**config.mk**
```make
export PLATFORM = sky130hd
export DESIGN_NAME = fpga_top
export DESIGN_NICKNAME = d
export VERILOG_FILES = /design/src/verilog/fpga_pkg.sv /design/src/verilog/spi_reg_bank.sv /design/src/verilog/spi_mux.sv /design/src/verilog/az_modulator.sv /design/src/verilog/fpga_top.sv
export VERILOG_INCLUDE_DIRS = /design/src /design/src/verilog
export SDC_FILE = /design/constraint.sdc
export NUM_CORES = 1
export LEC_CHECK = 0
export ABC_AREA = 1
export BUFFER_PORTS_ARGS = -buffer_cell sky130_fd_sc_hd__clkbuf_2
export CAP_MARGIN = 10
export CELL_PAD_IN_SITES_DETAIL_PLACEMENT = 1
export CELL_PAD_IN_SITES_GLOBAL_PLACEMENT = 2
export CORE_MARGIN = 5
export CORE_UTILIZATION = 38
export DETAILED_ROUTE_END_ITERATION = 16
export PLACE_DENSITY = 0.8
export SLEW_MARGIN = 5
export SYNTH_ARGS = -nofsm -noshare
export SYNTH_HDL_FRONTEND = slang
export SYNTH_SLANG_ARGS = --single-unit
```
**constraint.sdc**
```tcl
create_clock -name clk -period 3.7 [get_ports clk]
set_clock_uncertainty 0.2 [all_clocks]
set_input_delay 0.37 -clock clk [delete_from_list [all_inputs] [get_ports clk]]
set_output_delay 0.37 -clock clk [all_outputs]
set_load 0.01 [all_outputs]
```
**src/verilog/fpga_consts.svh**
```systemverilog
/*
  control FPGA constants
  frame and register widths, register address map, 4094 lane setup
  and the auto-zero multiplexer codes
*/

`ifndef FPGA_CONSTS_SVH
`define FPGA_CONSTS_SVH

// one control byte then a 24 bit value
`define FRAME_BITS 32
`define REG_BITS   24

////////////////////////////////////////
// register address map
`define ADDR_LED     4'd7
`define ADDR_SPI_MUX 4'd8
`define ADDR_4094    4'd9
`define ADDR_AZ_CTL  4'd10
`define ADDR_MUX_HI  4'd11
// read only, completed az cycles
`define ADDR_AZ_STAT 4'd12

////////////////////////////////////////
// pass-through lanes
`define MUX_LANES   8
// lane 0 is the 4094 strobe, active hi. the rest are active lo
`define CS_POLARITY 8'b0000_0001

// az mux address, switch number minus one
`define AZ_HI_CODE 3'd3
`define AZ_LO_CODE 3'd5

`endif

```
**src/verilog/fpga_pkg.sv**
```systemverilog
/*
  control FPGA shared types
  spi opcodes, az states and the structs passed between blocks
*/

`default_nettype none

`include "fpga_consts.svh"

package fpga_pkg;

  // spi opcode, upper nibble of the control byte
  // anything not listed decodes as nop
  typedef enum logic [3:0] {
    op_nop    = 4'd0,
    op_write  = 4'd1,
    op_read   = 4'd2,
    op_set    = 4'd3,
    op_clear  = 4'd4,
    op_toggle = 4'd5
  } spi_op_e;

  typedef enum logic [1:0] {
    st_idle = 2'd0,
    st_sig  = 2'd1,
    st_zero = 2'd2
  } az_state_e;

  // first byte of every frame
  typedef struct packed {
    spi_op_e    op;
    logic [3:0] addr;
  } spi_ctrl_t;

  // writable register file
  typedef struct packed {
    logic [`REG_BITS-1:0] led;
    logic [`REG_BITS-1:0] spi_mux;
    logic [`REG_BITS-1:0] r4094;
    logic [`REG_BITS-1:0] az_ctl;
    logic [`REG_BITS-1:0] mux_hi;
  } ctrl_regs_t;

  // overlay on the az_ctl register, period in clk cycles
  typedef struct packed {
    logic        enable;
    logic [6:0]  spare;
    logic [15:0] period;
  } az_ctl_t;

  // one bit per lane
  typedef struct packed {
    logic [`MUX_LANES-1:0] cs;
    logic [`MUX_LANES-1:0] sclk;
    logic [`MUX_LANES-1:0] mosi;
  } spi_lane_t;

endpackage

`default_nettype wire

```
**src/verilog/spi_reg_bank.sv**
```systemverilog
/*
  spi register bank
  oversampled mode 0 slave. decodes control byte + 24 bit value,
  applies write/set/clear/toggle at cs release, shifts readback out
*/

`timescale 1ns/100ps
`default_nettype none

`include "fpga_consts.svh"

module spi_reg_bank
  import fpga_pkg::*;
(
  input  logic                 clk,
  input  logic                 reset,
  input  logic                 sclk,
  input  logic                 cs,
  input  logic                 mosi,
  input  logic [`REG_BITS-1:0] az_count,
  output logic                 dout,
  output ctrl_regs_t           regs
);

  // [1] is the synchronized view, [2] the previous sample
  logic [2:0]             sclk_sr;
  logic [2:0]             cs_sr;
  logic [1:0]             mosi_sr;
  logic                   sclk_rise, sclk_fall, cs_rise, cs_s, mosi_s;
  logic [5:0]             bit_cnt;
  spi_ctrl_t              ctrl;
  logic [`FRAME_BITS-1:0] shreg;
  logic [`REG_BITS-1:0]   rb_shift;
  logic [`REG_BITS-1:0]   rd_val;
  logic [`REG_BITS-1:0]   val;

  assign cs_s      = cs_sr[1];
  assign mosi_s    = mosi_sr[1];
  assign sclk_rise = sclk_sr[1] & ~sclk_sr[2];
  assign sclk_fall = ~sclk_sr[1] & sclk_sr[2];
  assign cs_rise   = cs_sr[1] & ~cs_sr[2];
  assign val       = shreg[`REG_BITS-1:0];
  assign dout      = rb_shift[`REG_BITS-1];

  function automatic logic [`REG_BITS-1:0] apply_op(
    input spi_op_e              op,
    input logic [`REG_BITS-1:0] cur,
    input logic [`REG_BITS-1:0] v
  );
    case (op)
      op_write:  return v;
      op_set:    return cur | v;
      op_clear:  return cur & ~v;
      op_toggle: return cur ^ v;
      // read, nop and unknown codes
      default:   return cur;
    endcase
  endfunction

  ////////////////////////////////////////
  // pin sync, bit count, control byte
  always_ff @(posedge clk) begin
    if (reset) begin
      sclk_sr <= '0;
      cs_sr   <= '1;
      mosi_sr <= '0;
      bit_cnt <= '0;
      ctrl    <= '0;
    end else begin
      sclk_sr <= {sclk_sr[1:0], sclk};
      cs_sr   <= {cs_sr[1:0], cs};
      mosi_sr <= {mosi_sr[0], mosi};
      if (cs_s) begin
        bit_cnt <= '0;
      end else if (sclk_rise) begin
        // saturate so long frames never look like 32 bits
        if (bit_cnt != 6'h3f)
          bit_cnt <= bit_cnt + 6'd1;
        if (bit_cnt == 6'd7)
          ctrl <= spi_ctrl_t'({shreg[6:0], mosi_s});
      end
    end
  end

  // frame shift in, readback shift out
  always_ff @(posedge clk) begin
    if (!cs_s && sclk_rise)
      shreg <= {shreg[`FRAME_BITS-2:0], mosi_s};
    if (cs_s)
      rb_shift <= '0;
    else if (sclk_fall && bit_cnt == 6'd8)
      rb_shift <= rd_val;
    else if (sclk_fall && bit_cnt > 6'd8)
      rb_shift <= {rb_shift[`REG_BITS-2:0], 1'b0};
  end

  // readback source by address
  always_comb begin
    case (ctrl.addr)
      `ADDR_LED:     rd_val = regs.led;
      `ADDR_SPI_MUX: rd_val = regs.spi_mux;
      `ADDR_4094:    rd_val = regs.r4094;
      `ADDR_AZ_CTL:  rd_val = regs.az_ctl;
      `ADDR_MUX_HI:  rd_val = regs.mux_hi;
      `ADDR_AZ_STAT: rd_val = az_count;
      default:       rd_val = '0;
    endcase
  end

  ////////////////////////////////////////
  // register update on cs release, full frames only
  always_ff @(posedge clk) begin
    if (reset) begin
      regs <= '0;
    end else if (cs_rise && bit_cnt == 6'(`FRAME_BITS)) begin
      case (ctrl.addr)
        `ADDR_LED:     regs.led     <= apply_op(ctrl.op, regs.led, val);
        `ADDR_SPI_MUX: regs.spi_mux <= apply_op(ctrl.op, regs.spi_mux, val);
        `ADDR_4094:    regs.r4094   <= apply_op(ctrl.op, regs.r4094, val);
        `ADDR_AZ_CTL:  regs.az_ctl  <= apply_op(ctrl.op, regs.az_ctl, val);
        `ADDR_MUX_HI:  regs.mux_hi  <= apply_op(ctrl.op, regs.mux_hi, val);
        // az status is read only, unknown addr ignored
        default: ;
      endcase
    end
  end

endmodule

`default_nettype wire

```
**src/verilog/spi_mux.sv**
```systemverilog
/*
  spi lane mux
  routes the mcu spi lines to selected 4094 lanes while cs2 is low
  and picks the miso source
*/

`timescale 1ns/100ps
`default_nettype none

`include "fpga_consts.svh"

module spi_mux
  import fpga_pkg::*;
(
  input  logic                  cs2,
  input  logic                  sclk,
  input  logic                  mosi,
  input  logic                  cs,
  input  logic [`MUX_LANES-1:0] sel,
  input  logic                  bank_dout,
  input  logic [`MUX_LANES-1:0] lane_miso,
  output spi_lane_t             lanes,
  output logic                  miso
);

  // lanes live for this transfer
  logic [`MUX_LANES-1:0] act;

  // purely combinational, the 4094 clock has to follow sclk directly
  assign act = cs2 ? '0 : sel;

  ////////////////////////////////////////
  // lane outputs
  // asserted level per lane comes from the polarity vector
  // inactive lanes sit at the opposite level
  assign lanes.cs   = ~(act ^ `CS_POLARITY);
  // idle lanes keep clock and data lo
  assign lanes.sclk = act & {`MUX_LANES{sclk}};
  assign lanes.mosi = act & {`MUX_LANES{mosi}};

  ////////////////////////////////////////
  // miso source
  always_comb begin
    if (!cs)
      miso = bank_dout;
    else if (!cs2)
      miso = |(lane_miso & act);
    else
      miso = 1'b0;
  end

endmodule

`default_nettype wire

```
**src/verilog/az_modulator.sv**
```systemverilog
/*
  auto-zero modulator
  alternates signal and zero phases of a programmed length,
  drives az mux address and precharge switch, counts cycles
*/

`timescale 1ns/100ps
`default_nettype none

`include "fpga_consts.svh"

module az_modulator
  import fpga_pkg::*;
(
  input  logic                 clk,
  input  logic                 reset,
  input  az_ctl_t              ctl,
  output logic [2:0]           mux_az,
  output logic                 sig_pc_sw,
  output logic [`REG_BITS-1:0] az_count,
  output logic [6:0]           mon
);

  az_state_e   state;
  logic [15:0] timer;
  // last timer value of a phase
  logic [15:0] last;
  logic        phase_last;
  logic        phase_end;

  // period of 0 acts as 1
  assign last       = (ctl.period == '0) ? '0 : ctl.period - 16'd1;
  // >= so a shortened period mid phase still ends it
  assign phase_last = (timer >= last);
  assign phase_end  = (state != st_idle) && phase_last;

  ////////////////////////////////////////
  // state machine and phase timer
  always_ff @(posedge clk) begin
    if (reset) begin
      state    <= st_idle;
      timer    <= '0;
      az_count <= '0;
    end else begin
      case (state)
        st_idle: begin
          timer <= '0;
          if (ctl.enable)
            state <= st_sig;
        end
        st_sig: begin
          if (phase_last) begin
            timer <= '0;
            // stop at the boundary when disabled
            state <= ctl.enable ? st_zero : st_idle;
          end else begin
            timer <= timer + 16'd1;
          end
        end
        st_zero: begin
          if (phase_last) begin
            timer <= '0;
            // one full sig + zero cycle done, count wraps
            az_count <= az_count + 1'b1;
            state    <= ctl.enable ? st_sig : st_idle;
          end else begin
            timer <= timer + 16'd1;
          end
        end
        default: begin
          state <= st_idle;
          timer <= '0;
        end
      endcase
    end
  end

  // outputs decoded from state. idle looks like zero phase
  assign mux_az    = (state == st_sig) ? `AZ_HI_CODE : `AZ_LO_CODE;
  assign sig_pc_sw = (state == st_sig);

  // monitor header, msb first
  assign mon = {sig_pc_sw, mux_az, phase_end, state};

endmodule

`default_nettype wire

```
**src/verilog/fpga_top.sv**
```systemverilog
/*
  precision voltmeter control FPGA top
  spi register bank, 4094 lane mux and az modulator on one clock
*/

`timescale 1ns/100ps
`default_nettype none

`include "fpga_consts.svh"

module fpga_top
  import fpga_pkg::*;
(
  input  logic       clk,
  input  logic       reset,
  // mcu spi
  input  logic       spi_clk,
  input  logic       spi_cs,
  input  logic       spi_cs2,
  input  logic       spi_mosi,
  output logic       spi_miso,
  output logic       led,
  // 4094 bus, lane 0
  output logic       oe_4094,
  output logic       glb_4094_clk,
  output logic       glb_4094_data,
  output logic       glb_4094_strobe,
  input  logic       glb_4094_miso,
  // analog muxes
  output logic [5:0] mux_hi,
  output logic [2:0] mux_az,
  output logic       sig_pc_sw,
  output logic [6:0] mon
);

  ctrl_regs_t           regs;
  spi_lane_t            lanes;
  logic                 bank_dout;
  logic [`REG_BITS-1:0] az_count;

  ////////////////////////////////////////
  // register bank, decode
  spi_reg_bank i_spi_reg_bank (
    .clk      (clk),
    .reset    (reset),
    .sclk     (spi_clk),
    .cs       (spi_cs),
    .mosi     (spi_mosi),
    .az_count (az_count),
    .dout     (bank_dout),
    .regs     (regs)
  );

  // lane mux, only lane 0 is wired on this board
  spi_mux i_spi_mux (
    .cs2       (spi_cs2),
    .sclk      (spi_clk),
    .mosi      (spi_mosi),
    .cs        (spi_cs),
    .sel       (regs.spi_mux[`MUX_LANES-1:0]),
    .bank_dout (bank_dout),
    .lane_miso ({{(`MUX_LANES-1){1'b0}}, glb_4094_miso}),
    .lanes     (lanes),
    .miso      (spi_miso)
  );

  ////////////////////////////////////////
  // az modulator
  az_modulator i_az_modulator (
    .clk       (clk),
    .reset     (reset),
    .ctl       (az_ctl_t'(regs.az_ctl)),
    .mux_az    (mux_az),
    .sig_pc_sw (sig_pc_sw),
    .az_count  (az_count),
    .mon       (mon)
  );

  // 4094 lane
  assign glb_4094_strobe = lanes.cs[0];
  assign glb_4094_clk    = lanes.sclk[0];
  assign glb_4094_data   = lanes.mosi[0];

  // static outputs
  assign oe_4094 = regs.r4094[0];
  assign led     = regs.led[0];
  assign mux_hi  = regs.mux_hi[5:0];

endmodule

`default_nettype wire

```
Yosys cells after proc, flatten, opt, wreduce, memory -nomap -nowiden
Cells that the tools add are included.

Flip-flop bits (word level): 232. Output and inout bits: 23.

$add $sub $neg: 4. Magnitude comparators: 2. Equal/unequal tests: 19. Multiplexer cells: 19. Bitwise logic cells: 29. Reductions and logical operators: 24.

Operators by type and width (number): $pmux 24 s4 (5); $pmux 24 s6 (1); $and 24x24->24 (5); $or 24x24->24 (5); $xor 24x24->24 (5); $mux 24 (2); $add 24x1->24 const B (1); $not 24->24 (1); $reduce_and 3->1 (7); $eq 4x4->1 const B (5); $add 16x1->16 const B (1); $ge 16x16->1 (1); $logic_not 16->1 (1); $mux 16 (1); $sub 16x1->16 const B (1); $eq 4x3->1 const B (3); $and 1x8->8 (1); $mux 2 (4); $mux 8 (1); $reduce_or 8->1 (1); $not 1->1 (7); $add 6x1->6 const B (1); $eq 6x3->1 const B (1); $eq 6x4->1 const B (1); other kinds (21) (35).

Depth between registers and ports, before layout
Gate-level depths: netlist of run 1.

Depth after elaboration: 5. Mapped depth: 22. Mapped depth without buffers: 22.

By module
Synthesis of run 1 repeated with hierarchy kept, for this count alone.

Cells, all modules: 2692. Area total of the unflattened synthesis: 18049.8 sq um.

By module, submodules not included: spi_reg_bank (instances 1, cells each 2146, area each 14656.6 sq um, seq. area each 4043.9 sq um); az_modulator (instances 1, cells each 497, area each 3181.8 sq um, seq. area each 840.8 sq um); spi_mux (instances 1, cells each 48, area each 207.7 sq um, seq. area each 0.0 sq um); fpga_top (instances 1, cells each 1, area each 3.8 sq um, seq. area each 0.0 sq um).

Worst setup path before layout of run 1
No wires, ideal clock.

Path type: register -> register. Start: register, netlist name i_spi_reg_bank.regs[24]. End: register i_az_modulator.az_count[20]. Arrival time: 2.658 ns. Data required time: 3.429 ns. Slack: 0.772 ns. Stages on the path, launching flop included: 21. Path buffers: 1. Clock period less this slack: 2.928 ns. Cells stage by stage: dfxtp_1 > inv_1 > ha_1 > inv_1 > nor2_1 > inv_1 > nor2_1 > inv_1 > o21ai_0 > nand3_1 > ha_1 > nand2_1 > inv_1 > nand2_1 > a21oi_1 > nor2_1 > nand2_1 > nand2_1 > buf_2 > nand2_1 > a21oi_1.

Cells in the longest elaborated chain, start to end: 4. Elaborated cells between the ends (all ways): 5.

RTL lines: $sub 16x1->16 or $logic_not 16->1 (tied branches) (line az_modulator.sv:32) `assign last = (ctl.period == '0) ? '0 : ctl.period - 16'd1;`; $mux 16 * (line az_modulator.sv:32); $ge 16x16->1 * (line az_modulator.sv:34) `assign phase_last = (timer >= last);`; $reduce_and 2->1 (no source line) *; end signal: assignment (line az_modulator.sv:64) `az_count <= az_count + 1'b1;`; end: declaration (line az_modulator.sv:20) `` output logic [`REG_BITS-1:0] az_count, ``.

Mark *: on every way between the ends. The rest lies on a longest branch, timed or not. A chain may end at the register's enable or synchronous reset.

Worst setup path in the final report of run 1
Start: register, netlist name i_spi_reg_bank.regs[26]. End: output mon[2].

Cells in the longest elaborated chain, start to end: 4. Elaborated cells between the ends (all ways): 5.

RTL lines: $sub 16x1->16 or $logic_not 16->1 (tied branches) (line az_modulator.sv:32); $mux 16 * (line az_modulator.sv:32); $ge 16x16->1 * (line az_modulator.sv:34); $logic_and 1x1->1 * (line az_modulator.sv:35) `assign phase_end = (state != st_idle) && phase_last;`; end: declaration (line fpga_top.sv:33) `output logic [6:0] mon`.

Marks and branches as above.

==> impl_metrics.toml, run 1 <==
[timing]
setup_tns_ns = 0
slew_violations = 0
fmax_mhz = 280
hold_ws_ns = 0.0738
setup_ws_ns = 0.125
fin_crit_sh = 0.966
setup_violations = 0
period_needed_ns = 3.58
worstMarginPinSlew_ns = 0.935
timing.final.hold_violations = 0
relSlewSlack = 0.377

[job]
drv_cap = 0

[die]
die_h_um = 219
core_mm2 = 0.0432
die_area_mm2 = 0.0480
pin_count = 30
die_x_um = 219
std_cell_rows = 76
initial_core_util = 0.385

[synthesis]
avgSynthCellArea_um2 = 7.27
synthArstFlopShare = 0
yosysUniqueCellTypes = 43
synth_edf_count = 24
netlist_area_mm2 = 0.0166
synthFlopType = "dfxtp_1"
ys_warn_count = 0
ys_seq_area_frac = 0.294
ys_seq_elements = 232
netlist_instances = 2287

[clocking]
clock_path_buffers = 3
cts_inserted_buffers = 31
htreeDepth = 1
cts-root-buf = "clkbuf_16"
cts_sinks = 232
clk_pin_slew_worst_paths_ns = 0.06
cts_tree = "built"
clk_latency_ns = 0.59

[final_layout]
fin_util = 0.429
final_area_mm2 = 0.0185
final_nets = 2563
drive_gt1_frac = 0.0986
area_growth_pct = 11.3
antenna_cells = 0
fill_cells = 5469

[place]
portBuffers = 27
dpl_cell_area_mm2 = 0.0174
dp_hpwl_um = 42300
gp_congestion = 0.898
pre_cts_ws_ns = 0.304

[power_and_ir_drop]
ir_drop_v = 0.000333
leakage_uw = 0.00743
cellPowerDensity_mw_per_mm2 = 304

[drt]
drtIter0Drc = 915
wl_per_cell_um = 21.9
drtPass1Iterations = 5
vias_per_cell = 5.49
route.detailed.drc = 0
routed_wl_um = 63300
ant_nets = 0
vias = 15900

[setup_path]
critPathKind = "reg -> out"
cp-end-kind = "output pin"
worst_ep_required_time_ns = 3.13
path_max_fanout = 6
critical_path_arrival_ns = 3.01
startpoint_type = "flip-flop"

[outcome]
run_status = "completed"

[global_routing]
antenna_found_initial = 2
grt_max_degree = 76
grt_use_total = 0.261
first_global_vias = 16600
grt_remaining_overflow = 0
grt_pass1_wl_um = 97900

[worst_hold_path]
hold_class = "in -> reg"
-- critical path, cell delays in order, from the launching register on --
cell and delay (ns):
dfxtp_1 0.37, nor2_2 0.19, nand3_4 0.12, nor2_2 0.17
and3_4 0.22, nand2_1 0.06, xor2_1 0.14, nand2_1 0.07
ha_1 0.31, nand4_1 0.14, nor2_1 0.16, nand2_2 0.10
a21oi_2 0.21, buf_2 0.16
-- flip-flops by register name, indices dropped and copies added (netlist names) --
name                     cells
i_az_modulator.az_count     24
i_az_modulator.state         2
i_az_modulator.timer        16
i_spi_reg_bank.bit_cnt       6
i_spi_reg_bank.cs_sr         3
i_spi_reg_bank.ctrl          8
i_spi_reg_bank.mosi_sr       2
i_spi_reg_bank.rb_shift     24
i_spi_reg_bank.regs        120
i_spi_reg_bank.sclk_sr       3
i_spi_reg_bank.shreg        24
-- cell type report --
cell class | count | area (um2) | share of cell area
clock buffers | 41 | 833 | 0.0450
repair buffers | 91 | 698 | 0.0377
inverters | 243 | 930 | 0.0502
clock inverters | 14 | 123 | 0.00662
multi-input cells | 1691 | 10300 | 0.557
flip-flops and latches | 232 | 4890 | 0.264
well taps | 585 | 732 | 0.0395
-- where the power goes --
part           total, uW  leakage (uW)  switching (uW)  internal [uW]
Clock               2970      0.000472            1270           1700
Sequential          2550       0.00189            4.22           2540
Combinational        104       0.00507            74.5           29.1
Total               5620       0.00743            1350           4270
-- Yosys cell counts (2+ instances only) --
master    number  area (um2)
edfxtp_1      24         721
ha_1         266        3330
xor2_1        23         201
nor2_2        22         138
buf_2         26         130
o21ai_0      214        1070
a21oi_2       20         175
nand2_4        4        45.0
or2_2          5        31.3
inv_2          4        15.0
inv_1        232         871
buf_1          9        33.8
nor4_1        20         125
o21ai_1       73         365
o221ai_1      32         280
nor3_1        11        55.1
o22ai_1       16         100
clkinv_2       4        20.0
xnor2_1        3        26.3
inv_4          2        12.5
nand3_1       52         260
clkbuf_1      59         221
dfxtp_1      208        4160
buf_4         15         113
a21oi_1      282        1410
nor2_1       232         871
buf_6         12         135
nand4_1       18         113
nand2_1      376        1410
nor3b_1        4        30.0
a31oi_1        6        37.5
nand3_2        2        20.0
-- cells in the final DEF (no fill, tap or decap), types with 4 or more instances in the layout --
| master | instances |
|---|---|
| o221ai_1 | 32 |
| edfxtp_1 | 24 |
| dfxtp_1 | 206 |
| clkinv_1 | 5 |
| o22ai_1 | 16 |
| nand3_1 | 50 |
| nor3b_1 | 4 |
| clkbuf_16 | 31 |
| clkbuf_1 | 8 |
| nor4_1 | 19 |
| nand4_1 | 18 |
| o21ai_1 | 75 |
| buf_4 | 55 |
| nor2_4 | 5 |
| ha_1 | 264 |
| or2_2 | 4 |
| a21oi_2 | 23 |
| nor2_1 | 222 |
| a21oi_1 | 279 |
| clkinv_2 | 10 |
| inv_1 | 228 |
| nand2_4 | 4 |
| o21ai_0 | 210 |
| inv_2 | 6 |
| nor3_1 | 11 |
| nand2_1 | 374 |
| nor2_2 | 28 |
| buf_12 | 6 |
| clkbuf_2 | 26 |
| a31oi_1 | 6 |
| xor2_1 | 23 |
-- metrics by stage --
step | power (uW) | cells
floorplan | 2670 | 2288
global placement | 2700 | 2833
detailed placement | 2700 | 2833
CTS | 5680 | 2891
global route | 5770 | 2897
finish | 5620 | 2897
-- path summary, 6_finish.rpt --
path                        startpoint                           to  slack, ns  cells after the start
max            i_spi_reg_bank.regs[26]                       mon[2]       0.12                     13
min                              reset    i_spi_reg_bank.mosi_sr[0]       0.07                      3
max reg2reg    i_spi_reg_bank.regs[26]  i_az_modulator.az_count[19]       0.47                     18
min reg2reg  i_spi_reg_bank.sclk_sr[0]    i_spi_reg_bank.sclk_sr[1]       0.21                      2
-- repair_timing --
| item | 4_1_cts | 5_1_grt |
|---|---|---|
| setup endpoints to repair | 1 | 1 |
| hold buffers | 3 | 0 |
| resized for setup | 5 | 30 |
| buffers inserted | 0 | 6 |
| hold endpoints to repair | 3 | 0 |
| pin swaps | 0 | 11 |
-- metal layers --
metal	share of wire	wire length [um]	track usage
met1	0.45	28800	0.345
met2	0.46	29300	0.441
met3	0.044	2760	0.0321
met4	0.040	2530	0.0900
met5	0.00043	27	0
-- cell families after synthesis --
family	synth area share
buf+inv	0.0938
flops	0.294
fa+ha+maj	0.200
compound gates	0.208
other cells	0.000226
xor+xnor	0.0137
simple gates	0.190
(Power assumes the default switching activity.)
==> run 2: changes to the inputs <==
Settings changed: CORE_MARGIN 5 to default.
Clock period 3.7 ns to 3.6 ns, I/O delays scaled along.
==> impl_metrics.toml, run 2 (synthesized netlist as in run 1, its figures left out) <==
[power_and_ir_drop]
switching_power_uw = 1320
leakage_uw = 0.00744
ir_drop_v = 0.000414
combPwrFrac = 0.019
cellPowerDensity_mw_per_mm2 = 304
p_sw_frac = 0.234
p_int_uw = 4320
clkPwrFrac = 0.518
seqPwrFrac = 0.464

[worst_hold_path]
hold_class = "in -> reg"

[setup_path]
startpoint_type = "flip-flop"
cp_cell_sequence = "inv_2 > ha_2 > inv_2 > nor2_4 > inv_2 > nor2_4 > buf_4 > nand2_1 > nand2_1 > nand3_2 > ha_1 > nand4_1 > nor2_1 > nand2_2 > a21oi_4 > buf_6"
r2r_setup_slack_ns = 0.41
r2r-start = "i_spi_reg_bank.regs[31]"
reg2regPathDepth = 16
cp-end-kind = "output pin"
critical_path_arrival_ns = 2.89
critPathKind = "reg -> out"
endpoint = "mon[2]"
crit_path_max_incr_delay_ns = 0.37
path_max_fanout = 5
worst_ep_required_time_ns = 3.04
reg2reg_to = "i_az_modulator.az_count[11]"
crit_start = "i_spi_reg_bank.regs[25]"
cp_slowest_cell = "dfxtp_4"
crit_top_cell = "inv_2"

[global_routing]
first_global_vias = 16400
grt_use_total = 0.279
antenna_found_initial = 0
grt_remaining_overflow = 0
grt_max_degree = 74
grt_pass1_wl_um = 96500

[die]
die_h_um = 211
initial_core_util = 0.386
core_mm2 = 0.0431
die_x_um = 211
die_area_mm2 = 0.0446
pin_count = 30
std_cell_rows = 76

[final_layout]
drive_gt1_frac = 0.102
top_register = "i_spi_reg_bank.regs"
largest_reg_flops = 120
final_area_mm2 = 0.0186
final_nets = 2564
instances_no_fill = 2899
antenna_cells = 0
fill_cells = 5416
ff_latch_area_mm2 = 0.00489
area_growth_pct = 11.6
multi_input_area_mm2 = 0.0104
layout_common_cells = "nand2_1, a21oi_1, ha_1"
final_common_cell = "nand2_1"

[timing]
period_needed_ns = 3.45
timing.final.hold_violations = 0
worstMarginPinSlew_ns = 0.941
setup_violations = 0
setup_ws_ns = 0.147
fin_crit_sh = 0.959
slew_violations = 0
setup_tns_ns = 0
fmax_mhz = 290
relSlewSlack = 0.373

[clocking]
cts_tree = "built"
clock_path_buffers = 3
htreeDepth = 1
cts_sinks = 232
clk_pin_slew_worst_paths_ns = 0.06
clk_latency_ns = 0.58
cts_inserted_buffers = 30
cts-root-buf = "clkbuf_16"

[drt]
wl_per_cell_um = 21.3
routed_wl_um = 61900
vias = 15900
drtPass1Iterations = 5
ant_nets = 0
route.detailed.drc = 0
drtIter0Drc = 865
vias_per_cell = 5.50

[place]
dpl_cell_area_mm2 = 0.0174
dp.cells = 2832
pre_cts_ws_ns = 0.0932
gp_congestion = 0.890
dp_hpwl_um = 41600
portBuffers = 27

[outcome]
run_status = "completed"

[job]
drv_cap = 0
[run 2: power by group through the flow]
| stage | combinational, uW | clock (uW) | sequential, uW |
|---|---|---|---|
| 3_5_place_dp | 102 | 0 | 2670 |
| 2_1_floorplan | 67.9 | 0 | 2670 |
| 5_1_grt | 117 | 3070 | 2610 |
| 4_1_cts | 106 | 2970 | 2620 |
| 3_3_place_gp | 99.9 | 0 | 2670 |
| 6_report | 106 | 2920 | 2620 |
[run 2: what timing repair did]
action | 4_1_cts | 5_1_grt
pin swaps | 3 | 11
setup endpoints to repair | 1 | 8
buffers inserted | 3 | 6
hold endpoints to repair | 3 | 0
hold buffers | 3 | 0
resized for setup | 14 | 32
[run 2: worst max-delay path: cells and delay by family (launching register included)]
kind / cells / cell delay [ns]
adder cells (fa/ha/maj): 2 / 0.49
buffers and inverters: 5 / 0.43
AO/OA/AOI/OAI: 1 / 0.17
AND/OR/NAND/NOR: 8 / 0.83
flip-flops: 1 / 0.37
[run 2: area by class of cell]
type / instances / share of cell area
well taps: 585 / 0.0394
clock buffers: 50 / 0.0483
inverters: 243 / 0.0501
flip-flops and latches: 232 / 0.264
repair buffers: 93 / 0.0390
clock inverters: 5 / 0.00195
multi-input cells: 1691 / 0.558
[run 2: worst min path at each step]
stage,start,endpoint,depth (start not counted)
final,reset,i_spi_reg_bank.sclk_sr[0],3
after global routing,reset,i_spi_reg_bank.sclk_sr[2],3
after CTS,reset,i_spi_reg_bank.sclk_sr[1],3
after detailed placement,i_spi_reg_bank.sclk_sr[0],i_spi_reg_bank.sclk_sr[1],2
after global placement,i_spi_reg_bank.sclk_sr[0],i_spi_reg_bank.sclk_sr[1],2
after floorplan,i_spi_reg_bank.mosi_sr[0],i_spi_reg_bank.mosi_sr[1],2
[run 2: per-layer routing]
metal	wire length, um	part of all wire	vias up	global-route usage
met5	0	0	-	0
met4	1790	0.029	0	0.0765
met3	2380	0.038	95	0.0329
met2	29500	0.48	283	0.484
met1	28200	0.46	7917	0.363
li1	-	-	7643	-
[run 2: through the flow]
stage                      util  hold slack (ns)  total power (uW)
after detailed placement  0.403            0.202              2770
final                     0.431           0.0596              5640
after global routing      0.431           0.0763              5800
after floorplan               -            0.188              2740
after global placement    0.403            0.193              2770
after CTS                 0.427           0.0327              5690
